==> src/source/lc3b_pkg.sv <==
package lc3b_pkg;

	localparam int WORD_WIDTH = 16;
	localparam int IMEM_DEPTH = 64;
	localparam int DMEM_DEPTH = 64;
	// memories are word indexed, byte address bit 0 dropped
	localparam int IMEM_AW = $clog2(IMEM_DEPTH);
	localparam int DMEM_AW = $clog2(DMEM_DEPTH);

	typedef logic [WORD_WIDTH-1:0] lc3b_word;
	typedef logic [2:0] lc3b_reg;
	typedef logic [2:0] lc3b_nzp;

	// z set out of reset
	localparam lc3b_nzp RESET_CC = 3'b010;

	typedef enum logic [3:0] {
		op_br  = 4'b0000,
		op_add = 4'b0001,
		op_and = 4'b0101,
		op_ldr = 4'b0110,
		op_str = 4'b0111,
		op_not = 4'b1001,
		op_lea = 4'b1110
	} lc3b_opcode;

	typedef enum logic [1:0] {
		alu_add  = 2'b00,
		alu_and  = 2'b01,
		alu_not  = 2'b10,
		alu_pass = 2'b11
	} lc3b_alu_op;

	// operate format, low field is imm5 or {2'b00, sr2}
	typedef struct packed {
		lc3b_opcode opcode;
		lc3b_reg dr;
		lc3b_reg sr1;
		logic imm;
		logic [4:0] imm5_sr2;
	} lc3b_op_view;

	// memory and branch format
	typedef struct packed {
		lc3b_opcode opcode;
		lc3b_nzp dr_nzp;
		lc3b_reg base;
		logic [5:0] offset6;
	} lc3b_mem_view;

	typedef union packed {
		lc3b_op_view op;
		lc3b_mem_view mem;
	} lc3b_instr;

	typedef struct packed {
		lc3b_opcode opcode;
		lc3b_alu_op alu_op;
		logic use_imm;
		logic load_regfile;
		logic load_cc;
		logic mem_read;
		logic mem_write;
		logic is_branch;
		logic addr_base_pc;
	} lc3b_control_word;

endpackage

==> src/source/lc3b_fetch.sv <==
`timescale 1ns/1ps

module lc3b_fetch import lc3b_pkg::*; (
	input logic clk,
	input logic rst,
	input logic prog_we,
	input lc3b_word prog_addr,
	input lc3b_word prog_data,
	input logic stall,
	input logic redirect,
	input lc3b_word redirect_pc,
	output logic fd_valid,
	output lc3b_word fd_pc,
	output lc3b_word fd_ir
);

	// unloaded words read as BR with an empty mask
	lc3b_word imem [IMEM_DEPTH] = '{default: '0};
	lc3b_word pc;
	lc3b_word pc_next;

	always_ff @(posedge clk) begin
		if (prog_we) begin
			imem[prog_addr[IMEM_AW:1]] <= prog_data;
		end
	end

	assign pc_next = pc + 16'd2;

	// redirect wins over stall
	always_ff @(posedge clk) begin
		if (rst) begin
			pc <= '0;
			fd_valid <= 1'b0;
		end else if (redirect) begin
			pc <= redirect_pc;
			fd_valid <= 1'b0;
		end else if (!stall) begin
			pc <= pc_next;
			fd_valid <= 1'b1;
		end
	end

	always_ff @(posedge clk) begin
		if (!stall) begin
			fd_pc <= pc_next;
			fd_ir <= imem[pc[IMEM_AW:1]];
		end
	end

endmodule

==> src/source/lc3b_regfile.sv <==
`timescale 1ns/1ps

module lc3b_regfile import lc3b_pkg::*; (
	input logic clk,
	input logic rst,
	input lc3b_reg sr1,
	input lc3b_reg sr2,
	output lc3b_word sr1_data,
	output lc3b_word sr2_data,
	output lc3b_nzp cc,
	input logic wb_valid,
	input lc3b_reg wb_dr,
	input lc3b_word wb_data,
	input lc3b_nzp wb_cc
);

	lc3b_word regs [8];
	lc3b_nzp cc_reg;

	always_ff @(posedge clk) begin
		if (rst) begin
			for (int i = 0; i < 8; i++) begin
				regs[i] <= '0;
			end
			cc_reg <= RESET_CC;
		end else if (wb_valid) begin
			regs[wb_dr] <= wb_data;
			cc_reg <= wb_cc;
		end
	end

	// write back visible to a read in the same cycle
	assign sr1_data = (wb_valid && wb_dr == sr1) ? wb_data : regs[sr1];
	assign sr2_data = (wb_valid && wb_dr == sr2) ? wb_data : regs[sr2];
	assign cc = wb_valid ? wb_cc : cc_reg;

endmodule

==> src/source/lc3b_decode.sv <==
`timescale 1ns/1ps

module lc3b_decode import lc3b_pkg::*; (
	input logic clk,
	input logic rst,
	input logic fd_valid,
	input lc3b_word fd_pc,
	input lc3b_word fd_ir,
	input logic ex_valid,
	input lc3b_reg ex_dr,
	input logic ex_mem_read,
	input logic redirect,
	output lc3b_reg sr1,
	output lc3b_reg sr2,
	input lc3b_word sr1_data,
	input lc3b_word sr2_data,
	input lc3b_nzp cc,
	output logic stall,
	output logic de_valid,
	output lc3b_control_word de_cw,
	output lc3b_word de_pc,
	output lc3b_word de_ir,
	output lc3b_word de_op1,
	output lc3b_word de_op2,
	output lc3b_nzp de_cc,
	output lc3b_reg de_dr,
	output lc3b_reg de_sr1,
	output lc3b_reg de_sr2
);

	lc3b_instr instr;
	lc3b_control_word cw;
	logic use_sr1;
	logic use_sr2;
	logic load_use;
	logic cc_pending;
	logic cc_in_mem;

	assign instr = fd_ir;
	assign sr1 = instr.op.sr1;
	// STR reads the register named in its dr field
	assign sr2 = (instr.op.opcode == op_str) ? instr.mem.dr_nzp : instr.op.imm5_sr2[2:0];

	always_comb begin
		cw = '0;
		cw.opcode = instr.op.opcode;
		use_sr1 = 1'b0;
		use_sr2 = 1'b0;
		case (instr.op.opcode)
			op_add, op_and: begin
				cw.alu_op = (instr.op.opcode == op_add) ? alu_add : alu_and;
				cw.use_imm = instr.op.imm;
				cw.load_regfile = 1'b1;
				cw.load_cc = 1'b1;
				use_sr1 = 1'b1;
				use_sr2 = !instr.op.imm;
			end
			op_not: begin
				cw.alu_op = alu_not;
				cw.load_regfile = 1'b1;
				cw.load_cc = 1'b1;
				use_sr1 = 1'b1;
			end
			op_lea: begin
				cw.alu_op = alu_pass;
				cw.addr_base_pc = 1'b1;
				cw.load_regfile = 1'b1;
				cw.load_cc = 1'b1;
			end
			op_ldr: begin
				cw.alu_op = alu_pass;
				cw.mem_read = 1'b1;
				cw.load_regfile = 1'b1;
				cw.load_cc = 1'b1;
				use_sr1 = 1'b1;
			end
			op_str: begin
				cw.mem_write = 1'b1;
				use_sr1 = 1'b1;
				use_sr2 = 1'b1;
			end
			op_br: begin
				cw.is_branch = 1'b1;
				cw.addr_base_pc = 1'b1;
			end
			default: ;
		endcase
	end

	assign load_use = ex_valid && ex_mem_read
		&& ((use_sr1 && ex_dr == sr1) || (use_sr2 && ex_dr == sr2));

	// branch holds until older cc writes reach write back
	assign cc_pending = cw.is_branch && (instr.mem.dr_nzp != 3'b000)
		&& ((ex_valid && de_cw.load_cc) || cc_in_mem);

	assign stall = fd_valid && (load_use || cc_pending);

	always_ff @(posedge clk) begin
		if (rst) begin
			de_valid <= 1'b0;
			cc_in_mem <= 1'b0;
		end else begin
			de_valid <= fd_valid && !stall && !redirect;
			cc_in_mem <= ex_valid && de_cw.load_cc;
		end
	end

	always_ff @(posedge clk) begin
		de_cw <= cw;
		de_pc <= fd_pc;
		de_ir <= fd_ir;
		de_op1 <= sr1_data;
		de_op2 <= sr2_data;
		de_cc <= cc;
		de_dr <= instr.mem.dr_nzp;
		de_sr1 <= sr1;
		de_sr2 <= sr2;
	end

endmodule

==> src/source/lc3b_forward.sv <==
`timescale 1ns/1ps

module lc3b_forward import lc3b_pkg::*; (
	input lc3b_reg de_sr1,
	input lc3b_reg de_sr2,
	input lc3b_word de_op1,
	input lc3b_word de_op2,
	input logic em_valid,
	input logic em_load_regfile,
	input logic em_mem_read,
	input lc3b_reg em_dr,
	input lc3b_word em_result,
	input logic mw_valid,
	input lc3b_reg mw_dr,
	input lc3b_word mw_data,
	output lc3b_word op1,
	output lc3b_word op2
);

	logic em_source;

	// load data is not ready here, the stall covers it
	assign em_source = em_valid && em_load_regfile && !em_mem_read;

	// younger producer checked first
	function automatic lc3b_word pick(input lc3b_reg src, input lc3b_word latched);
		if (em_source && em_dr == src) begin
			return em_result;
		end
		if (mw_valid && mw_dr == src) begin
			return mw_data;
		end
		return latched;
	endfunction

	always_comb begin
		op1 = pick(de_sr1, de_op1);
		op2 = pick(de_sr2, de_op2);
	end

endmodule

==> src/source/lc3b_execute.sv <==
`timescale 1ns/1ps

module lc3b_execute import lc3b_pkg::*; (
	input logic clk,
	input logic rst,
	input logic de_valid,
	input lc3b_control_word de_cw,
	input lc3b_word de_pc,
	input lc3b_word de_ir,
	input lc3b_nzp de_cc,
	input lc3b_reg de_dr,
	input lc3b_word op1,
	input lc3b_word op2,
	output logic redirect,
	output lc3b_word redirect_pc,
	output logic em_valid,
	output logic em_load_regfile,
	output logic em_mem_read,
	output lc3b_control_word em_cw,
	output lc3b_reg em_dr,
	output lc3b_word em_result,
	output lc3b_word em_address,
	output lc3b_word em_store_data
);

	lc3b_instr instr;
	lc3b_word imm5;
	lc3b_word offset6;
	lc3b_word offset9;
	lc3b_word alu_b;
	lc3b_word address;
	lc3b_word result;

	assign instr = de_ir;
	assign imm5 = {{11{instr.op.imm5_sr2[4]}}, instr.op.imm5_sr2};
	assign offset6 = {{10{instr.mem.offset6[5]}}, instr.mem.offset6};
	// 9-bit offset spans base and offset fields
	assign offset9 = {{7{instr.mem.base[2]}}, instr.mem.base, instr.mem.offset6};

	assign alu_b = de_cw.use_imm ? imm5 : op2;

	// word offsets
	assign address = de_cw.addr_base_pc ? de_pc + {offset9[14:0], 1'b0}
		: op1 + {offset6[14:0], 1'b0};

	always_comb begin
		unique case (de_cw.alu_op)
			alu_add: result = op1 + alu_b;
			alu_and: result = op1 & alu_b;
			alu_not: result = ~op1;
			alu_pass: result = address;
		endcase
	end

	assign redirect = de_valid && de_cw.is_branch && |(instr.mem.dr_nzp & de_cc);
	assign redirect_pc = address;

	always_ff @(posedge clk) begin
		if (rst) begin
			em_valid <= 1'b0;
		end else begin
			em_valid <= de_valid;
		end
	end

	always_ff @(posedge clk) begin
		em_cw <= de_cw;
		em_dr <= de_dr;
		em_result <= result;
		em_address <= address;
		em_store_data <= op2;
	end

	assign em_load_regfile = em_cw.load_regfile;
	assign em_mem_read = em_cw.mem_read;

endmodule

==> src/source/lc3b_memory.sv <==
`timescale 1ns/1ps

module lc3b_memory import lc3b_pkg::*; (
	input logic clk,
	input logic rst,
	input logic em_valid,
	input lc3b_control_word em_cw,
	input lc3b_reg em_dr,
	input lc3b_word em_result,
	input lc3b_word em_address,
	input lc3b_word em_store_data,
	output logic mw_valid,
	output lc3b_reg mw_dr,
	output lc3b_word mw_data,
	output lc3b_nzp mw_cc
);

	lc3b_word dmem [DMEM_DEPTH];
	lc3b_word rdata;
	lc3b_word value;
	lc3b_nzp value_cc;

	assign rdata = dmem[em_address[DMEM_AW:1]];
	assign value = em_cw.mem_read ? rdata : em_result;

	always_comb begin
		if (value[WORD_WIDTH-1]) begin
			value_cc = 3'b100;
		end else if (value == '0) begin
			value_cc = 3'b010;
		end else begin
			value_cc = 3'b001;
		end
	end

	always_ff @(posedge clk) begin
		if (em_valid && em_cw.mem_write) begin
			dmem[em_address[DMEM_AW:1]] <= em_store_data;
		end
	end

	// only register writes go on to write back
	always_ff @(posedge clk) begin
		if (rst) begin
			mw_valid <= 1'b0;
		end else begin
			mw_valid <= em_valid && em_cw.load_regfile;
		end
	end

	always_ff @(posedge clk) begin
		mw_dr <= em_dr;
		mw_data <= value;
		mw_cc <= value_cc;
	end

endmodule

==> src/source/lc3b_pipe.sv <==
`timescale 1ns/1ps

module lc3b_pipe import lc3b_pkg::*; (
	input logic clk,
	input logic rst,
	input logic prog_we,
	input lc3b_word prog_addr,
	input lc3b_word prog_data,
	output logic retire_valid,
	output lc3b_reg retire_dr,
	output lc3b_word retire_data,
	output lc3b_nzp retire_cc
);

	// hazard control
	logic stall;
	logic redirect;
	lc3b_word redirect_pc;

	// fetch/decode
	logic fd_valid;
	lc3b_word fd_pc;
	lc3b_word fd_ir;

	// register file read
	lc3b_reg sr1;
	lc3b_reg sr2;
	lc3b_word sr1_data;
	lc3b_word sr2_data;
	lc3b_nzp cc;

	// decode/execute
	logic de_valid;
	lc3b_control_word de_cw;
	lc3b_word de_pc;
	lc3b_word de_ir;
	lc3b_word de_op1;
	lc3b_word de_op2;
	lc3b_nzp de_cc;
	lc3b_reg de_dr;
	lc3b_reg de_sr1;
	lc3b_reg de_sr2;

	// forwarded operands
	lc3b_word op1;
	lc3b_word op2;

	// execute/memory
	logic em_valid;
	logic em_load_regfile;
	logic em_mem_read;
	lc3b_control_word em_cw;
	lc3b_reg em_dr;
	lc3b_word em_result;
	lc3b_word em_address;
	lc3b_word em_store_data;

	// memory/write back
	logic mw_valid;
	lc3b_reg mw_dr;
	lc3b_word mw_data;
	lc3b_nzp mw_cc;

	lc3b_fetch fetch_int (
		.clk, .rst, .prog_we, .prog_addr, .prog_data,
		.stall, .redirect, .redirect_pc,
		.fd_valid, .fd_pc, .fd_ir
	);

	lc3b_regfile regfile_int (
		.clk, .rst, .sr1, .sr2, .sr1_data, .sr2_data, .cc,
		.wb_valid(mw_valid), .wb_dr(mw_dr), .wb_data(mw_data), .wb_cc(mw_cc)
	);

	// load-use check looks at the decode/execute latch
	lc3b_decode decode_int (
		.clk, .rst, .fd_valid, .fd_pc, .fd_ir,
		.ex_valid(de_valid), .ex_dr(de_dr), .ex_mem_read(de_cw.mem_read),
		.redirect, .sr1, .sr2, .sr1_data, .sr2_data, .cc, .stall,
		.de_valid, .de_cw, .de_pc, .de_ir, .de_op1, .de_op2,
		.de_cc, .de_dr, .de_sr1, .de_sr2
	);

	lc3b_forward forward_int (
		.de_sr1, .de_sr2, .de_op1, .de_op2,
		.em_valid, .em_load_regfile, .em_mem_read, .em_dr, .em_result,
		.mw_valid, .mw_dr, .mw_data,
		.op1, .op2
	);

	lc3b_execute execute_int (
		.clk, .rst, .de_valid, .de_cw, .de_pc, .de_ir, .de_cc, .de_dr,
		.op1, .op2, .redirect, .redirect_pc,
		.em_valid, .em_load_regfile, .em_mem_read, .em_cw, .em_dr,
		.em_result, .em_address, .em_store_data
	);

	lc3b_memory memory_int (
		.clk, .rst, .em_valid, .em_cw, .em_dr, .em_result, .em_address, .em_store_data,
		.mw_valid, .mw_dr, .mw_data, .mw_cc
	);

	assign retire_valid = mw_valid;
	assign retire_dr = mw_dr;
	assign retire_data = mw_data;
	assign retire_cc = mw_cc;

endmodule

==> config.mk <==
export PLATFORM = sky130hd
export DESIGN_NAME = lc3b_pipe
export DESIGN_NICKNAME = d
export VERILOG_FILES = /design/src/source/lc3b_pkg.sv /design/src/source/lc3b_fetch.sv /design/src/source/lc3b_regfile.sv /design/src/source/lc3b_decode.sv /design/src/source/lc3b_forward.sv /design/src/source/lc3b_execute.sv /design/src/source/lc3b_memory.sv /design/src/source/lc3b_pipe.sv
export SDC_FILE = /design/constraint.sdc
export NUM_CORES = 2
export LEC_CHECK = 0
export BUFFER_PORTS_ARGS = -buffer_cell sky130_fd_sc_hd__buf_4
export CORE_ASPECT_RATIO = 0.6
export CORE_UTILIZATION = 30
export CTS_CLUSTER_SIZE = 24
export DETAILED_ROUTE_END_ITERATION = 10
export SLEW_MARGIN = 40
export SYNTH_ARGS = -nofsm -noshare
export SYNTH_HDL_FRONTEND = slang
export SYNTH_SLANG_ARGS = --single-unit
==> constraint.sdc <==
create_clock -name clk -period 4.9 [get_ports clk]
set_input_delay 0.735 -clock clk [delete_from_list [all_inputs] [get_ports clk]]
set_output_delay 0.735 -clock clk [all_outputs]
set_load 0.005 [all_outputs]
# Yosys cells after proc, flatten, opt, wreduce, memory -nomap -nowiden
# Memories as Yosys holds them, arrays and structs flattened. A register that Yosys moved wholly into a read port is not among the register bits.
# Index checks and enable logic that the tools add are counted.
# Widths: inputs -> output; s select.
[classes]
addsub = 4
n_reduce_logical = 41
bitwise = 3
n_eq_ne = 18
n_mux = 46
[op_table]
columns = ["op", "n"]
rows = [
  ["$mux 16", 16],
  ["$pmux 16 s4", 1],
  ["$add 16x16->16", 3],
  ["$eq 3x3->1", 8],
  ["$mux 1", 22],
  ["$logic_and 1x1->1", 21],
  ["$add 16x2->16 const B", 1],
  ["$and 16x16->16", 1],
  ["$logic_not 16->1", 1],
  ["$not 16->16", 1],
  ["$reduce_or 16->1", 1],
  ["$eq 4x3->1 const B", 3],
  ["$reduce_or 5->1", 2],
  ["$mux 3", 3],
  ["$eq 4x4->1 const B", 2],
  ["$reduce_or 2->1", 4],
  ["$pmux 2 s3", 1],
  ["$logic_not 1->1", 5],
  ["$eq 2x2->1 const B", 2],
  ["$eq 4x1->1 const B", 1],
  ["$logic_not 4->1", 1],
  ["$mux 2", 2],
  ["$and 3x3->3", 1],
  ["$logic_or 1x1->1", 3],
  ["6 further kinds", 6],
]
[word_totals]
memories = 3
inputBits = 35
register_bits = 188
out_inout_bits = 23
elab_cells = 149
mem_bits_rw = 2176
[mem_list]
columns = ["memory", "words", "word_bits", "read_ports", "rd_clocked_by_memory_dff", "write_ports", "line", "text"]
rows = [
  ["fetch_int.imem", 64, 16, 1, 1, 1, "lc3b_fetch.sv:18", "lc3b_word imem [IMEM_DEPTH] = '{default: '0};"],
  ["memory_int.dmem", 64, 16, 1, 1, 1, "lc3b_memory.sv:18", "lc3b_word dmem [DMEM_DEPTH];"],
  ["regfile_int.regs", 8, 16, 2, 0, 8, "lc3b_regfile.sv:17", "lc3b_word regs [8];"],
]

# Longest topological paths before layout
[logic_depth]
ltp_word = 11
mapped_depth = 18
ltp_nobuf = 17

# Cells and area by module
# A second synthesis with hierarchy kept.
[hier_totals]
cells_unflattened = 5182
hier_area_um2 = 96025.8
[by_module_without_submodules]
columns = ["module", "cells_each", "seq_area_each_um2", "area_per_inst_um2", "instances"]
rows = [
  ["lc3b_fetch", 1877, 32050.7, 40989.3, 1],
  ["lc3b_memory", 2137, 31209.9, 40482.6, 1],
  ["lc3b_regfile", 456, 3903.7, 7569.8, 1],
  ["lc3b_execute", 437, 1301.2, 4022.6, 1],
  ["lc3b_decode", 154, 1601.5, 2072.0, 1],
  ["lc3b_forward", 121, 0.0, 889.6, 1],
]

# Worst setup path before layout
# Ideal clock, no wire load.
[synth_path]
path_kind = "register to register"
from = "reg memory_int.mw_dr[1]"
to = "reg execute_int.em_result[13]"
path_slack_ns = 0.707
t_required_ns = 4.783
path_buffers = 2
synth_period_minus_slack_ns = 4.193
setup_ns = 0.117
t_arrival_ns = 4.076
path_stages_with_launch = 19
path_cell_list = "dfxtp_1 -> clkbuf_1 -> xnor2_1 -> nand4_1 -> buf_2 -> mux2i_1 -> nor2_1 -> a21oi_1 -> inv_1 -> ha_1 -> fa_1 -> a211oi_1 -> o211ai_1 -> a41oi_1 -> o21bai_1 -> a211o_1 -> a32oi_1 -> nand2_1 -> a22o_1"
[synth_via]
elab_chain_cells = 9
word_cells_on_any_way = 21
classes_between = "add/sub: 2; eq/ne: 2; mux: 13; bitwise: 2; reduce/logical: 2"
[synth_lines]
columns = ["element", "line", "text"]
rows = [
  ["start: declaration", "lc3b_memory.sv:13", "output lc3b_reg mw_dr,"],
  ["start signal: assignment", "lc3b_memory.sv:52", "mw_dr <= em_dr;"],
  ["$eq 3x3->1", "lc3b_forward.sv:30", "if (mw_valid && mw_dr == src) begin"],
  ["$logic_and 1x1->1", "lc3b_forward.sv:30", ""],
  ["$mux 1 (2 in series)", "lc3b_forward.sv:30", ""],
  ["$mux 16", "lc3b_forward.sv:33", "return latched;"],
  ["$mux 16", "lc3b_forward.sv:30", ""],
  ["$add 16x16->16 or $mux 16 (tied branches)", "lc3b_execute.sv:44, lc3b_execute.sv:40", ""],
  ["$mux 16, or another cell as far along", "lc3b_execute.sv:43", "assign address = de_cw.addr_base_pc ? de_pc + {offset9[14:0], 1'b0}"],
  ["$pmux 16 s4 *", "lc3b_execute.sv:47", "unique case (de_cw.alu_op)"],
  ["net execute_int.result[13]", "lc3b_execute.sv:32", "lc3b_word result;"],
  ["end signal: assignment", "lc3b_execute.sv:69", "em_result <= result;"],
  ["end: declaration", "lc3b_execute.sv:21", "output lc3b_word em_result,"],
]
# The timed path passes the listed nets; every way through them passes the cells marked *. The select of a mux whose other input is x is not followed.
# A chain may end at the register's enable or synchronous reset.

# Worst setup path in the final report
[layout_path]
from = "reg memory_int.mw_dr[0]"
to = "reg execute_int.em_result[15]"
[layout_via]
elab_chain_cells = 9
word_cells_on_any_way = 21
classes_between = "add/sub: 2; eq/ne: 2; mux: 13; bitwise: 2; reduce/logical: 2"
[layout_lines]
columns = ["element", "line", "text"]
rows = [
  ["$eq 3x3->1 *", "lc3b_forward.sv:30", ""],
  ["$logic_and 1x1->1 *", "lc3b_forward.sv:30", ""],
  ["$mux 1 (2 in series)", "lc3b_forward.sv:30", ""],
  ["$mux 16 *", "lc3b_forward.sv:33", ""],
  ["$mux 16 *", "lc3b_forward.sv:30", ""],
  ["net execute_int.op2[1]", "lc3b_execute.sv:13", "input lc3b_word op2,"],
  ["$mux 16 *", "lc3b_execute.sv:40", "assign alu_b = de_cw.use_imm ? imm5 : op2;"],
  ["$add 16x16->16 *", "lc3b_execute.sv:48", "alu_add: result = op1 + alu_b;"],
  ["$pmux 16 s4 *", "lc3b_execute.sv:47", ""],
  ["net execute_int.result[15]", "lc3b_execute.sv:32", ""],
]
# Marked as above.

==> summary.txt <==
STA
  – Max Clk Rate: about 0.21 GHz
  – Slew headroom: 38.37%
  – Fin worst setup slack: 0.1413 ns
  – Hold WS: about 0.31 ns
  – Final Slew Violations: 0
  – Worst Max-Slew Pin Slew: 0.9148 ns
  – RSZ-0062 raised after global routing: false
  – Final setup viols: 0
  – TNS Setup: 0 ns
  – Final setup skew: 0.1453 ns
  – Tmin final: roughly 4.8 ns
  – Final hold violations: 0
  – Period utilisation layout: 97.12%

Floorplan
  – Core region area: 313,900 um2
  – Row count: approximately 160
  – I/O pin cnt: 58
  – Initial core utilization: about 30%
  – Width of the die: between 700 and 800 um
  – Full die area: between 300,000 and 400,000 um2
  – Die Span Y: between 400 and 500 um

Drt
  – ANT nets after route: 0
  – Drt drc: 0
  – Vias after detailed routing: 51,680
  – Routed WL: ~260,000 um
  – Initial DRC count: 7,503
  – Vias per std cell: 5.299
  – DRT Pass-1 Iters: 6
  – WL per Instance: 27.02 um

CTS
  – Post-CTS Resized: 0
  – CTS tree: built
  – Clock Pin Slew Worst Setup and Hold Paths: 0.07 ns
  – Clock Latency Late Sink: 0.90 ns
  – H-Tree Depth: 4
  – Cts hold-fix bufs: 0
  – Post CTS Setup Buffer Count: 0
  – CTS buffer count: roughly 230
  – CTS root buf: clkbuf_16
  – CTS sink count: 2,372
  – Clock buffer depth: 4

Finish
  – Most common cell after layout, fill and taps aside: edfxtp_1
  – Final nets: between 5,000 and 6,000
  – Share of layout cells above drive strength 1: ~25%
  – Area Growth Syn to Fin: 14.84%
  – Area of the multi-input gates: about 24,000 um2
  – Fin util: between 30% and 40%
  – Commonest non-fill, non-tap cells in the layout: 2,208 x edfxtp_1, 487 x mux4_2, 324 x buf_4
  – # fillers: 29,270
  – Reg area: between 60,000 and 70,000 um2

Global routing
  – Initial antenna violation count: 8
  – Vias in the first global route: just under 50,000
  – All-Layer GR Usage: between 10% and 20%
  – Total gr overflow: 0
  – Largest net degree at the start of global routing: 90
  – First-pass GRT wire length: about 370,000 um

Yosys
  – Yosys warns: 0
  – EDFF count, synth: approximately 2,200
  – Most common flop cell mapped by yosys: edfxtp_1
  – #FFs+latches synth: between 2,000 and 2,500
  – Seq/Total Area, Yosys: 73.27%
  – Async SR Flop Fraction: 0%
  – Cell area after synthesis: approximately 95,000 um2
  – Syn Area/Cell: 18.48 um2
  – Syn nets: 5,226
  – Library cells used by synthesis: 80
  – Cells after Synth: a little over 5,000

Setup path
  – Max incr delay on CP: 0.60 ns
  – Crit path required time: 5.65 ns
  – Worst Path Max Fanout: 7
  – CP arrival: ~5.5 ns
  – CP Capture Type: flop
  – Crit-path cells: xnor2_1, nand4_1, mux2i_1, o21ai_0, mux2_2, ha_1, a211oi_1, o21ai_0, a311oi_1, o31ai_1, a31oi_1, xnor2_1, nor3_1, a211oi_1
  – Crit Path Category: flop to flop
  – CP Launch Type: flop
  – Critical-path top delay cell: nand4_1

Place
  – # port buffers: 47
  – Setup WS pre-CTS: about 0.34 ns
  – DP HPWL: around 160,000 um
  – RePlAce Congestion: around 0.95

Power and ir drop
  – Cell internal pwr: 0.03854 W
  – Clk pwr share: approximately 30%
  – Pwr dens: between 500 and 600 nW/um2
  – Power share of the combinational group: 26.2%
  – Tot Pwr: approximately 0.057 W
  – P_sw: ~0.018 W
  – Sequential share of power: ~44%
  – Leakage: 34.71 nW
  – Switch share: between 30% and 40%
  – Maximum VDD drop: 420.2 uV

Outcome
  – Status: finished clean

Flow run
  – Max Cap Viol: 0

Worst hold path
  – Min-Delay Path Class: input pin to flop
-- critical path: cells and delay by family, from the launching register on --
kind / cells / cell delay [ns]
AOI/OAI and AO/OA: 7 / 2.47
xor gates and xnor gates: 2 / 0.31
adders and majority gates: 1 / 0.24
DFF: 1 / 0.40
muxes: 2 / 0.57
and+or+nand+nor: 2 / 0.66
-- layout make-up --
type | count | share of cell area [%]
Antenna cell | 2 | 0.004589
Clock buffer | 284 | 5.581
Clock inverter | 119 | 0.8971
Inverter | 41 | 0.1423
Multi-Input combinational cell | 2397 | 22.01
Sequential cell | 2372 | 63.85
Tap cell | 4186 | 4.802
Timing Repair Buffer | 351 | 2.711
-- metrics by stage --
step,cells,instance area [um2]
2_1_floorplan,5140,94970
6_report,9752,109100
5_1_grt,9750,109100
3_3_place_gp,9340,101800
4_1_cts,9746,109000
3_5_place_dp,9343,101900
-- synth_stat cells (81+ instances only) --
library cell / number / area, um2
mux2i_1: 127 / 1271
a21oi_1: 92 / 460.4
a221oi_1: 103 / 902.1
nand3_1: 81 / 405.4
dfxtp_1: 164 / 3283
and2_1: 141 / 882.1
edfxtp_1: 2208 / 66300
mux4_2: 487 / 10970
o21ai_0: 117 / 585.6
nor2_1: 239 / 897.1
nand2_1: 256 / 960.9
clkbuf_1: 202 / 758.2
mux2_2: 118 / 1329
-- final timing paths --
kind | cells after the start | slack [ns] | from | to
max | 14 | 0.14 | memory_int.mw_dr[0] | execute_int.em_result[15]
min | 2 | 0.31 | rst | regfile_int.cc_reg[0]
max reg2reg | 14 | 0.14 | memory_int.mw_dr[0] | execute_int.em_result[15]
min reg2reg | 0 | 0.33 | decode_int.de_cw[2] | execute_int.em_cw[2]
-- kinds of logic after synthesis --
logic type,count (synthesis),share of synthesized area [%]
DFF,2372,73.27
and+or+nand+nor,899,4.568
muxes,734,14.31
AOI/OAI and AO/OA,638,4.768
buffers and inverters,371,1.694
xor gates and xnor gates,75,0.6917
adders and majority gates,51,0.6956
-- power groups by stage --
stage               clock network (W)  logic [W]  registers (W)
global route                   0.0180     0.0155         0.0250
finish                         0.0170     0.0149         0.0250
CTS                            0.0173     0.0143         0.0250
detailed placement                  0     0.0143         0.0254
global placement                    0     0.0141         0.0254
floorplan                           0    0.00798         0.0252
-- per-layer routing --
| layer | global-route usage, % | vias up | share of wire (%) |
|---|---|---|---|
| met4 | 2.996 | 4 | 1.9 |
| li1 | - | 21350 | - |
| met5 | 0.5178 | - | 0.095 |
| met1 | 25.18 | 27200 | 46 |
| met3 | 5.012 | 328 | 13 |
| met2 | 21.49 | 2790 | 40 |
(Power assumes the default switching activity.)
